<file path="src/gpu_mem_defs.svh">
`ifndef GPU_MEM_DEFS_SVH
`define GPU_MEM_DEFS_SVH

//////////////////////////////////////////////////
// Lane geometry
//////////////////////////////////////////////////
`define NUM_LANES 8
`define LANE_W 32
`define OFF_W 16

//////////////////////////////////////////////////
// Instruction tags
//////////////////////////////////////////////////
`define WARP_W 3
`define SCB_W 2
`define REG_W 5

//////////////////////////////////////////////////
// Memories and latency
//////////////////////////////////////////////////
`define GM_WORDS 256
`define SM_WORDS 256
`define WADDR_W 8
`define LAT_W 5
`define LAT_RESET 4

`endif

</file>
<file path="src/gpu_mem_pkg.sv">
`include "gpu_mem_defs.svh"

package gpu_mem_pkg;

	typedef enum logic [1:0] {OP_NONE = 2'd0, OP_LOAD = 2'd1, OP_STORE = 2'd2} mem_op_e;

	typedef enum logic {SPACE_GLOBAL = 1'b0, SPACE_SHARED = 1'b1} mem_space_e;

	typedef enum logic {ACC_IDLE = 1'b0, ACC_WAIT = 1'b1} acc_state_e;

	//////////////////////////////////////////////////
	// Stage payloads
	//////////////////////////////////////////////////
	typedef struct packed
	{
		mem_op_e op;
		mem_space_e space;
		logic [`WARP_W-1:0] warp_id;
		logic [`SCB_W-1:0] scb_id;
		logic [`REG_W-1:0] reg_addr;
		logic [`OFF_W-1:0] offset;
		logic [`NUM_LANES-1:0] pam;	// Raw predicate mask, reported on a replay.
	} instr_hdr_t;

	typedef struct packed
	{
		logic active;
		logic [`LANE_W-1:0] rs;
		logic [`LANE_W-1:0] rt;
	} lane_req_t;

	typedef struct packed
	{
		logic active;
		logic [`WADDR_W-1:0] addr;
		logic [`LANE_W-1:0] wdata;
	} agu_out_t;

	typedef struct packed
	{
		mem_op_e op;
		logic [`WARP_W-1:0] warp_id;
		logic [`SCB_W-1:0] scb_id;
		logic [`REG_W-1:0] reg_addr;
		logic [`NUM_LANES-1:0] mask;
		logic [`NUM_LANES*`LANE_W-1:0] rdata;
	} wb_pkt_t;

	typedef struct packed
	{
		logic valid;
		logic [`WARP_W-1:0] warp_id;
		logic [`SCB_W-1:0] scb_id;
		logic [`NUM_LANES-1:0] mask;
	} fb_t;

endpackage

</file>
<file path="src/mem_issue.sv">
`timescale 1ns/10ps
`include "gpu_mem_defs.svh"

module mem_issue import gpu_mem_pkg::*;
(
	input  logic clk,
	input  logic rst,
	input  logic instr_valid_i,
	input  mem_op_e op_i,
	input  mem_space_e space_i,
	input  logic [`NUM_LANES-1:0] pam_i,
	input  logic [`WARP_W-1:0] warp_id_i,
	input  logic [`SCB_W-1:0] scb_id_i,
	input  logic [`REG_W-1:0] reg_addr_i,
	input  logic [`OFF_W-1:0] offset_i,
	input  logic [`NUM_LANES*`LANE_W-1:0] rs_data_i,
	input  logic [`NUM_LANES*`LANE_W-1:0] rt_data_i,
	output instr_hdr_t hdr_o,
	output logic hdr_valid_o,
	output lane_req_t [`NUM_LANES-1:0] lane_req_o,
	output instr_hdr_t lane_hdr_o,
	output logic lane_hdr_valid_o
);

	logic [`NUM_LANES*`LANE_W-1:0] rs_q;
	logic [`NUM_LANES*`LANE_W-1:0] rt_q;

	always_ff @(posedge clk)
	begin
		if (instr_valid_i)
		begin
			hdr_o <= '{op: op_i, space: space_i, warp_id: warp_id_i, scb_id: scb_id_i,
				reg_addr: reg_addr_i, offset: offset_i, pam: pam_i};
			rs_q <= rs_data_i;
			rt_q <= rt_data_i;
		end
		if (hdr_valid_o)
			lane_hdr_o <= hdr_o;	// Travels beside the lane registers.
	end

	always_ff @(posedge clk, negedge rst)
	begin
		if (!rst)
		begin
			hdr_valid_o <= 1'b0;
			lane_hdr_valid_o <= 1'b0;
		end
		else
		begin
			hdr_valid_o <= instr_valid_i;
			lane_hdr_valid_o <= hdr_valid_o;
		end
	end

	always_comb
	begin
		for (int k = 0; k < `NUM_LANES; k++)
		begin
			lane_req_o[k].active = hdr_valid_o && hdr_o.pam[k] && (hdr_o.op != OP_NONE);
			lane_req_o[k].rs = rs_q[k*`LANE_W +: `LANE_W];
			lane_req_o[k].rt = rt_q[k*`LANE_W +: `LANE_W];
		end
	end

endmodule

</file>
<file path="config.mk">
export PLATFORM = sky130hd
export DESIGN_NAME = mem_issue
export DESIGN_NICKNAME = d
export VERILOG_FILES = /design/src/gpu_mem_pkg.sv /design/src/mem_issue.sv
export VERILOG_INCLUDE_DIRS = /design/src
export SDC_FILE = /design/constraint.sdc
export NUM_CORES = 1
export LEC_CHECK = 0
export ABC_AREA = 0
export BUFFER_PORTS_ARGS = -buffer_cell sky130_fd_sc_hd__clkbuf_2
export CAP_MARGIN = 0
export CORE_AREA = 5 5 448 450
export DETAILED_ROUTE_END_ITERATION = 12
export DIE_AREA = 0 0 453 455
export REMOVE_ABC_BUFFERS = 1
export SLEW_MARGIN = 20
export SYNTH_ARGS = -nofsm -noshare
export SYNTH_HDL_FRONTEND = slang
export SYNTH_SLANG_ARGS = --single-unit
</file>
<file path="constraint.sdc">
create_clock -name clk -period 3 [get_ports clk]
set_input_delay 0.6 -clock clk [delete_from_list [all_inputs] [get_ports clk]]
set_output_delay 0.6 -clock clk [all_outputs]
set_load 0.02 [all_outputs]
</file>
==> metrics.md <==
| Metric | Value |
|---|---|
| FP Rows | 163 |
| Total wire length | 162,300 um |
| Port-buffer cells | 1,147 |
| Critical Path, Cell by Cell | o211a_1 > clkbuf_2 |
| Final hold violations | 0 |
| Clock Latency Late Sink | 0.70 ns |
| CTS H-tree lvls | 3 |
| Worst Clk Skew | 0.01672 ns |
| DR pass1 iterations | 5 |
| Setup CP Type | register to output port |
| Final period util | 0.8620 |
| CP required | roughly 2.4 ns |
| Startpoint types | register |
| 1st-iter DRT viols | 1,340 |
| Hold Crit Start | rt_data_i[104] |
| Max rail drop VDD | 0.0003823 V |
| Die X | 453 um |
| Placed cell count | 4,399 |
| Max Fclk | 0.3867 GHz |
| Grt ovf | 0 |
| Post-Syn Area | 17,740 um2 |
| Clk root buf | clkbuf_16 |
| Initial antenna violation count | 246 |
| Relative slew slack | 0.5277 |
| Largest net degree at the start of global routing | 86 |
| Worst path buffer plus inverter count | 1 |
| Pleak | around 12 nW |
| Yosys warns | 0 |
| Io pins | ~1,100 |
| Fin crit period | 2.586 ns |
| HPWL Detailed | 144,300 um |
| RR Startpoint | hdr_valid_o$_DFF_PN0_ |
| Worst path top cell family by delay | flip-flops |
| Core area | 196,200 um2 |
| RSZ-0062 raised after global routing | false |
| Avg Cell Area, Syn | 29.62 um2 |
| Worst-margin pin slew | 0.7085 ns |
| Starting Density | 0.09043 |
| Netlist cell types | 4 |
| GRT Total Usage | 0.1502 |
| Post-synthesis sequential area ratio | 0.9946 |
| Final setup vio count | 0 |
| Final ANT Viol Nets | 0 |
| CP endpoint kind | output port |
| CTS resizes | 0 |
| DR DRC count | 0 |
| Crit path from | hdr_o[36]$_DFFE_PP_ |
| Gpl congestion | slightly above 1 |
| Number of synthesized register bits | 588 |
| Slew Limit Fails | 0 |
| Sink Count | 588 |
| Crit path DAT | 1.99 ns |
| Synth Instances | 599 |
| CTS tree | yes |
| Area growth, synth to finish | 72.15% |
| Die H | roughly 460 um |
| WL per Instance | 34.63 um |
| Status | complete, no violations |
| Die area | 206,100 um2 |
| Clock Path Buffers | 3 |
| Vias/cell | between 2 and 3 |
| Hold Crit Class | input pin to register |
| PD cells | 722.4 nW/um2 |
| Via total after detailed routing | about 14,000 |
| Slowest cell on crit path | edfxtp_1 |
| CP Max Fanout | 10 |
| Total negative slack | 0 ns |
| Layout Cells excl Fill | 4,687 |
| First-pass GRT wire length | between 150,000 and 200,000 um |
| Vias in the first global route | 13,080 |
| Share of cells above drive strength 1 | 0.6420 |
| Final nets | 2,480 |
| CTS clk-pin slew, worst paths | 0.06 ns |
| Total CTS buffers | 72 |
| Slowest Stage Delay on Critical Path | 0.79 ns |
| Max cap viols | 0 |
[final cells by class]
cell class,instances,area (um2)
fillers,21780,165700
flip-flops and latches,588,17650
repair buffers,1258,6909
well taps,2640,3303
clock buffers,83,1843
clock inverters,46,599.3
diodes,64,160.2
multi-input cells,8,80.08
[flip-flops by register name, summed over array words and instances (netlist names)]
| signal | flops |
|---|---|
| hdr_o | 37 |
| hdr_valid_o | 1 |
| lane_hdr_o | 37 |
| rs_q | 256 |
| lane_hdr_valid_o | 1 |
| rt_q | 256 |
[placed cells by master (no fill, tap or decap)]
cell and n:
clkbuf_16 72, o211a_1 8, dlygate4sd3_1 95, edfxtp_1 586, clkinv_16 5, clkinv_1 9, dfrtp_1 1, inv_8 1
clkbuf_2 1146, dfrtp_2 1, buf_8 1, inv_16 1, bufinv_16 7, clkinv_2 7, clkbuf_1 11, clkinv_4 6
inv_6 9, clkinvlp_4 1, buf_12 7, diode_2 64, buf_4 9
[cell families after synthesis]
| logic type | count (synthesis) | synth area share |
|---|---|---|
| flip-flops | 588 | 0.9946 |
| buffers and inverters | 3 | 0.0008460 |
| AO/OA/AOI/OAI | 8 | 0.004514 |
[layer usage]
| metal | up-vias | part of all wire | track usage |
|---|---|---|---|
| met5 | - | 0.0071 | 0 |
| met4 | 174 | 0.030 | 0.03832 |
| met3 | 395 | 0.16 | 0.1057 |
| met2 | 1108 | 0.47 | 0.2485 |
| met1 | 6734 | 0.33 | 0.1538 |
| li1 | 5233 | - | - |
[cell usage after synthesis (all sizes together)]
| library cell | number | area share |
|---|---|---|
| edfxtp | 586 | 0.99 |
| dfrtp | 2 | 0.0028 |
| buf | 3 | 0.00085 |
| o211a | 8 | 0.0045 |
[report_power, final]
part | switching [W] | total (W) | internal, W
clock network | 0.00402 | 0.00917 | 0.00515
registers | 0.000410 | 0.0102 | 0.00979
logic | 0.00193 | 0.00269 | 0.000765
total | 0.00636 | 0.0221 | 0.0157
[per-stage QoR]
stage / utilization / cell area (um2) / hold slack, ns / setup slack (ns) / power [W]
2_1_floorplan: - / 17730 / 0.3044 / 0.7181 / 0.01102
3_3_place_gp: 0.1376 / 26990 / 0.4049 / 0.9781 / 0.01299
3_5_place_dp: 0.1376 / 26990 / 0.3998 / 0.9577 / 0.01298
4_1_cts: 0.1549 / 30380 / 0.0001863 / 0.2850 / 0.02247
5_1_grt: 0.1551 / 30420 / 0.02599 / 0.3242 / 0.02281
6_report: 0.1557 / 30540 / 0.08469 / 0.4140 / 0.02206
[final timing paths]
path	end	slack, ns	depth (start not counted)
setup / recovery	lane_req_o[194]	0.41	2
hold / removal	rt_q[104]$_DFFE_PP_	0.08	1
setup reg to reg	lane_hdr_o[0]$_DFFE_PP_	1.42	1
hold reg to reg	lane_hdr_o[23]$_DFFE_PP_	0.46	0
max in group asynchronous	hdr_valid_o$_DFF_PN0_	2.63	2
min in group asynchronous	lane_hdr_valid_o$_DFF_PN0_	0.26	2
[timing repair]
action,in CTS,in global routing
hold buffers,95,0
hold endpoints to repair,96,0
buffers inserted,0,0
Note: power is estimated with default switching activity, not from simulation.
