`config.mk`:
```
export PLATFORM = sky130hd
export DESIGN_NAME = mem_writeback
export DESIGN_NICKNAME = d
export VERILOG_FILES = /design/src/gpu_mem_pkg.sv /design/src/mem_writeback.sv
export VERILOG_INCLUDE_DIRS = /design/src
export SDC_FILE = /design/constraint.sdc
export NUM_CORES = 1
export LEC_CHECK = 0
export BUFFER_PORTS_ARGS = -buffer_cell sky130_fd_sc_hd__buf_2
export CORE_AREA = 2 2 219 221
export DETAILED_ROUTE_END_ITERATION = 10
export DIE_AREA = 0 0 221 223
export SYNTH_ARGS = -nofsm -noshare
export SYNTH_HDL_FRONTEND = slang
export SYNTH_SLANG_ARGS = --single-unit
export TNS_END_PERCENT = 100
```
`constraint.sdc`:
```
create_clock -name clk -period 1.1 [get_ports clk]
set_input_delay 0.11 -clock clk [delete_from_list [all_inputs] [get_ports clk]]
set_output_delay 0.11 -clock clk [all_outputs]
set_load 0.01 [all_outputs]
```
`src/gpu_mem_defs.svh`:
```
`ifndef GPU_MEM_DEFS_SVH
`define GPU_MEM_DEFS_SVH

//////////////////////////////////////////////////
// Lane geometry
//////////////////////////////////////////////////
`define NUM_LANES 8
`define LANE_W 32
`define OFF_W 16

//////////////////////////////////////////////////
// Instruction tags
//////////////////////////////////////////////////
`define WARP_W 3
`define SCB_W 2
`define REG_W 5

//////////////////////////////////////////////////
// Memories and latency
//////////////////////////////////////////////////
`define GM_WORDS 256
`define SM_WORDS 256
`define WADDR_W 8
`define LAT_W 5
`define LAT_RESET 4

`endif

```
`src/gpu_mem_pkg.sv`:
```
`include "gpu_mem_defs.svh"

package gpu_mem_pkg;

	typedef enum logic [1:0] {OP_NONE = 2'd0, OP_LOAD = 2'd1, OP_STORE = 2'd2} mem_op_e;

	typedef enum logic {SPACE_GLOBAL = 1'b0, SPACE_SHARED = 1'b1} mem_space_e;

	typedef enum logic {ACC_IDLE = 1'b0, ACC_WAIT = 1'b1} acc_state_e;

	//////////////////////////////////////////////////
	// Stage payloads
	//////////////////////////////////////////////////
	typedef struct packed
	{
		mem_op_e op;
		mem_space_e space;
		logic [`WARP_W-1:0] warp_id;
		logic [`SCB_W-1:0] scb_id;
		logic [`REG_W-1:0] reg_addr;
		logic [`OFF_W-1:0] offset;
		logic [`NUM_LANES-1:0] pam;	// Raw predicate mask, reported on a replay.
	} instr_hdr_t;

	typedef struct packed
	{
		logic active;
		logic [`LANE_W-1:0] rs;
		logic [`LANE_W-1:0] rt;
	} lane_req_t;

	typedef struct packed
	{
		logic active;
		logic [`WADDR_W-1:0] addr;
		logic [`LANE_W-1:0] wdata;
	} agu_out_t;

	typedef struct packed
	{
		mem_op_e op;
		logic [`WARP_W-1:0] warp_id;
		logic [`SCB_W-1:0] scb_id;
		logic [`REG_W-1:0] reg_addr;
		logic [`NUM_LANES-1:0] mask;
		logic [`NUM_LANES*`LANE_W-1:0] rdata;
	} wb_pkt_t;

	typedef struct packed
	{
		logic valid;
		logic [`WARP_W-1:0] warp_id;
		logic [`SCB_W-1:0] scb_id;
		logic [`NUM_LANES-1:0] mask;
	} fb_t;

endpackage

```
`src/mem_writeback.sv`:
```
`timescale 1ns/10ps
`include "gpu_mem_defs.svh"

module mem_writeback import gpu_mem_pkg::*;
(
	input  logic clk,
	input  logic rst,
	input  wb_pkt_t wb_i,
	input  logic wb_valid_i,
	output logic cdb_valid_o,
	output logic [`REG_W-1:0] cdb_reg_addr_o,
	output logic [`NUM_LANES-1:0] cdb_mask_o,
	output logic [`NUM_LANES*`LANE_W-1:0] cdb_data_o,
	output logic [`WARP_W-1:0] cdb_warp_id_o,
	output fb_t pos_fb_o
);

	logic pos_valid_q;
	logic [`WARP_W-1:0] warp_q;
	logic [`SCB_W-1:0] scb_q;
	logic [`NUM_LANES-1:0] mask_q;

	always_ff @(posedge clk, negedge rst)
	begin
		if (!rst)
		begin
			cdb_valid_o <= 1'b0;
			pos_valid_q <= 1'b0;
		end
		else
		begin
			cdb_valid_o <= wb_valid_i && (wb_i.op == OP_LOAD);	// Stores never touch the bus.
			pos_valid_q <= wb_valid_i && (wb_i.op != OP_NONE);
		end
	end

	always_ff @(posedge clk)
	begin
		if (wb_valid_i)
		begin
			cdb_reg_addr_o <= wb_i.reg_addr;
			cdb_data_o <= wb_i.rdata;
			warp_q <= wb_i.warp_id;
			scb_q <= wb_i.scb_id;
			mask_q <= wb_i.mask;
		end
	end

	//////////////////////////////////////////////////
	// Bus and scoreboard views of one result
	//////////////////////////////////////////////////
	assign cdb_mask_o = mask_q;
	assign cdb_warp_id_o = warp_q;
	assign pos_fb_o = '{valid: pos_valid_q, warp_id: warp_q, scb_id: scb_q, mask: mask_q};

endmodule

```
==> results of run 1 <==
what timing repair did:
| action | in CTS | in global routing |
|---|---|---|
| hold buffers | 282 | 1 |
| hold endpoints to repair | 293 | 8 |
| gates resized for setup | 7 | 25 |
| setup endpoints to repair | 287 | 295 |
| pin swaps | 0 | 0 |
routing by layer:
metal	GRT usage [%]	up-vias	wire length, microns
met5	0	-	52
met4	4.70	8	1260
met3	4.60	68	2750
met2	20.7	379	15300
met1	11.7	3062	10600
li1	-	2965	-
cell families after synthesis:
family          synth area share [%]
buf+inv                         1.07
simple gates                   0.104
compound gates                0.0896
flops                           98.7
final cells by class:
cell class / count / area [sq um] / area share [%]
flip-flops and latches: 276 / 8280 / 51.5
repair buffers: 876 / 6080 / 37.8
clock buffers: 34 / 787 / 4.90
well taps: 615 / 769 / 4.79
clock inverters: 22 / 138 / 0.856
multi-input cells: 2 / 16.3 / 0.101
diodes: 4 / 10.0 / 0.0623
how the worst min path moves through the flow:
stage | from | end | slack [ns] | cells after the start
6_report | wb_valid_i | cdb_data_o[239] | 0.08 | 3
2_1_floorplan | rst | cdb_valid_o | -0.19 | 0
3_3_place_gp | rst | cdb_valid_o | -0.1 | 1
5_1_grt | wb_valid_i | cdb_data_o[239] | 0.06 | 3
3_5_place_dp | rst | pos_valid_q | -0.10 | 1
4_1_cts | wb_valid_i | cdb_data_o[239] | 0.06 | 3
registers in the layout (all words and copies together) (netlist names):
register	cells
cdb_mask_o	8
cdb_valid_o	1
cdb_reg_addr_o	5
cdb_data_o	256
scb_q	2
cdb_warp_id_o	3
pos_valid_q	1
layout by cell type (no fill, tap or decap):
master         netlist  routed
buf_6                0      18
clkinv_1             0      11
clkinv_2             0       5
o21a_1               1       1
buf_4               12      22
clkinv_4             0       1
buf_8                0       1
edfxtp_1           274     274
inv_6                0       2
bufinv_16            0       1
dlygate4sd3_1        0     282
dfrtp_1              2       2
clkinvlp_4           0       2
clkbuf_16            0      31
buf_2                0     546
diode_2              0       4
buf_12               0       7
and3b_1              1       1
clkbuf_1             0       3
stage by stage:
stage / hold WS, ns / cell area (sq um) / std cells / setup slack (ns) / total power [mW]
after floorplan: -0.186 / 8380 / 290 / 0.412 / 13.5
after global placement: -0.0975 / 12200 / 1487 / 0.115 / 15.1
after detailed placement: -0.101 / 12200 / 1487 / 0.109 / 15.2
after CTS: 0.0589 / 16000 / 1825 / -0.285 / 25.6
after global routing: 0.0617 / 16100 / 1829 / -0.299 / 26.3
final: 0.0762 / 16100 / 1829 / -0.260 / 25.3
where the power goes:
group	internal [mW]	total, mW	leakage, nW	switching [mW]
clock	5.34	9.45	0.450	4.10
sequential	12.5	12.8	2.71	0.280
combinational	1.70	3.09	3.63	1.39
total	19.5	25.3	6.78	5.78
==> impl_metrics.json, run 1 <==
{
  "path_buf_inv": 1,
  "hold_viol": 0,
  "yosysTopAreaCellShare_pct": 98.1,
  "crit_family": "flip-flops",
  "grt_pass1_vias": 7234,
  "grt.overflow.total": 0,
  "tightestPinTransition_ns": 0.491,
  "synth_area_leaders": "edfxtp_1, buf_4, dfrtp_1, and3b_1, o21a_1",
  "num_vias": 6482,
  "crit_start": "cdb_mask_o[2]",
  "path_depth": 1,
  "slew-limit-headroom_pct": 67.2,
  "htreeDepth": 1,
  "slowest_stage": "edfxtp_1",
  "synth_warnings": 0,
  "root_buffer": "clkbuf_16",
  "synth_flop_cell": "edfxtp_1",
  "synth.most_common_cell": "edfxtp_1",
  "vdd_drop_max_mv": 2.00,
  "fin_util_pct": 34.1,
  "fin_crit_sh_pct": 124,
  "clk_transition_reported_paths_ns": 0.06,
  "status": "complete, but fails checks",
  "rsz0062_at_grt": "yes",
  "cts_setup_buffers": 0,
  "crit_path_end": "pos_fb_o[2]",
  "cts-buffers-inserted": 30,
  "cts_tree": "yes",
  "num_rows": 80,
  "fin_tns_setup_ns": -28.29,
  "hp-class": "in2reg",
  "synth-seq-area-share_pct": 98.7,
  "antenna_found_initial": 9,
  "synthCells": 290,
  "maxCapViolCount": 0,
  "dpl.hpwl_microns": 20500,
  "grt_max_degree": 30,
  "violations": "negative setup slack",
  "dr.pass1.iters": 4,
  "area_growth_pct": 91.7,
  "path_cells": "buf_2",
  "wl_microns": 30000,
  "die-area_sq_um": 49300,
  "drive_gt1_share_pct": 52.6,
  "synth_commonest_cells": "edfxtp_1, buf_4, dfrtp_1, and3b_1, o21a_1",
  "arrival_ns": 1.25,
  "routedWlPerCell_microns": 16.4,
  "layout_min_cycle_time_ns": 1.36,
  "synth_area_sq_um": 8380,
  "grt_usage_pct": 11.4,
  "synth-async-reset-ratio_pct": 0.725,
  "vias_per_cell": 3.54,
  "port_buffers": 565,
  "fillCellCount": 4447,
  "startpoint_type": "flop",
  "synth_edf_count": 274,
  "p_leak_nw": 6.78,
  "die_y_microns": 223,
  "final_max_slew_viol_count": 0,
  "end_kind": "output pin",
  "ys_types": 5,
  "p_per_area_nw_per_um2": 1570,
  "layout_setup_ws_ns": -0.260,
  "grt_pass1_wl_microns": 42500,
  "slowest_delay_ns": 0.48,
  "setup_violations": 287,
  "max_freq_ghz": 0.735,
  "gp_congestion": 0.800,
  "clockBufferDepth": 3,
  "synth.ff_latch_count": 276,
  "yosysTopAreaCell": "edfxtp_1",
  "synthesis.nets": 569,
  "core_area_sq_um": 47100,
  "nets": 1465,
  "clock_sinks": 276,
  "ant_nets": 0,
  "worstPathRequired_ns": 0.99,
  "drc": 0,
  "cp_max_fo": 2,
  "crit_type": "reg2out",
  "start_util_pct": 17.8,
  "first_iter_violations": 256,
  "avgSynthCellArea_sq_um": 28.9,
  "pin_count": 566,
  "die_w_microns": 221
}
Note: power is estimated with default switching activity, not from simulation.
==> inputs of run 2 (changes only) <==
clock period = 1.7 ns   (was 1.1 ns; I/O delays follow)
==> run 2 against run 1 <==
Via count is 1.2% lower. Combinational power shrank 38%. The flow now finishes without violations. Sequential share of layout area up 0.81 points. Clock power decreased by 37%.
==> impl_metrics.json, run 2 (same netlist as run 1, synthesis figures left out) <==
{
  "layout_min_cycle_time_ns": 1.56,
  "die-area_sq_um": 49300,
  "die_y_microns": 223,
  "p_total_mw": 16.1,
  "root_buffer": "clkbuf_16",
  "largest_register": "cdb_data_o",
  "cts_tree": "yes",
  "end_kind": "flop",
  "cts_setup_buffers": 0,
  "arrival_ns": 2.06,
  "maxCapViolCount": 0,
  "ant_nets": 0,
  "rsz0062_at_grt": "no",
  "crit_type": "in2reg",
  "setup_violations": 0,
  "vdd_drop_max_mv": 0.752,
  "crit_top_cell": "dlygate4sd3_1",
  "clockBufferDepth": 3,
  "drive_gt1_share_pct": 52.1,
  "antenna_found_initial": 8,
  "max_freq_ghz": 0.641,
  "hp-class": "in2reg",
  "clk_transition_reported_paths_ns": 0.06,
  "grt_pass1_wl_microns": 41000,
  "path_buf_inv": 5,
  "multi_input_area_sq_um": 16.3,
  "pin_count": 566,
  "whs_ns": 0.315,
  "regArea_sq_um": 8280,
  "die_w_microns": 221,
  "num_rows": 80,
  "drc": 0,
  "first_iter_violations": 243,
  "fin_util_pct": 33.6,
  "slowest_delay_ns": 0.56,
  "wl_microns": 28600,
  "layout_common_cells": "buf_2, dlygate4sd3_1, edfxtp_1, clkbuf_16, buf_4",
  "fin_tns_setup_ns": 0,
  "worstPathRequired_ns": 2.19,
  "core_area_sq_um": 47100,
  "fillCellCount": 4516,
  "status": "complete, no violations",
  "final_max_slew_viol_count": 0,
  "slew-limit-headroom_pct": 74.0,
  "final_common_cell": "buf_2",
  "clock_sinks": 276,
  "tightestPinTransition_ns": 0.390,
  "p_per_area_nw_per_um2": 1020,
  "grt_max_degree": 70,
  "largest_reg_flops": 256,
  "gp_congestion": 0.793,
  "grt.overflow.total": 0,
  "slowest_stage": "dlygate4sd3_1",
  "vias_per_cell": 3.53,
  "hold_viol": 0,
  "cp_max_fo": 24,
  "path_cells": "dlygate4sd3_1 -> buf_8 -> buf_12 -> buf_4 -> o21a_1 -> dlygate4sd3_1",
  "port_buffers": 565,
  "dr.pass1.iters": 4,
  "fin_crit_sh_pct": 91.8,
  "cts-buffers-inserted": 30,
  "crit_family": "buffers and inverters",
  "layout.cells.non_filler": 1811,
  "dpl.hpwl_microns": 19900,
  "p_leak_nw": 6.66,
  "grt_usage_pct": 10.9,
  "area_growth_pct": 88.8,
  "startpoint_type": "input pin",
  "start_util_pct": 17.8,
  "grt_pass1_vias": 7045,
  "routedWlPerCell_microns": 15.8,
  "nets": 1454,
  "placed_cells_incl_taps": 1478,
  "num_vias": 6401,
  "htreeDepth": 1
}
==> run 2: final timing paths <==
check,startpoint,end,slack (ns),cells past startpoint
setup / recovery,wb_valid_i,pos_valid_q,0.14,6
hold / removal,wb_i[243],cdb_data_o[243],0.32,2
max in group asynchronous,rst,cdb_valid_o,1.08,3
min in group asynchronous,rst,pos_valid_q,0.48,3
==> run 2: cell type report <==
cell class                      count  share of cell area (%)
Antenna cell                        3                  0.0474
Multi-Input combinational cell      2                   0.103
Tap cell                          615                    4.86
Clock buffer                       38                    5.07
Sequential cell                   276                    52.3
Timing Repair Buffer              865                    37.1
Clock inverter                     12                   0.553
==> run 2: layer usage <==
metal | part of all wire [%] | track usage [%]
met5 | 0.20 | 0
met4 | 2.0 | 3.31
met3 | 8.4 | 3.69
met2 | 53 | 20.4
met1 | 37 | 11.5
==> run 2: timing repair <==
item	CTS	global route
hold buffers	280	0
resized for setup	0	0
endpoints found under the hold margin	294	0
==> run 2: stage by stage <==
| stage | setup WS (ns) | area, sq um |
|---|---|---|
| 2_1_floorplan | 0.952 | 8380 |
| 3_3_place_gp | 0.511 | 12100 |
| 3_5_place_dp | 0.504 | 12100 |
| 4_1_cts | 0.198 | 15800 |
| 5_1_grt | 0.0798 | 15800 |
| 6_report | 0.139 | 15800 |
==> run 2: power by group <==
group,internal (mW),switching (mW)
clock,3.44,2.53
combinational,1.04,0.884
sequential,8.09,0.165
total,12.6,3.58
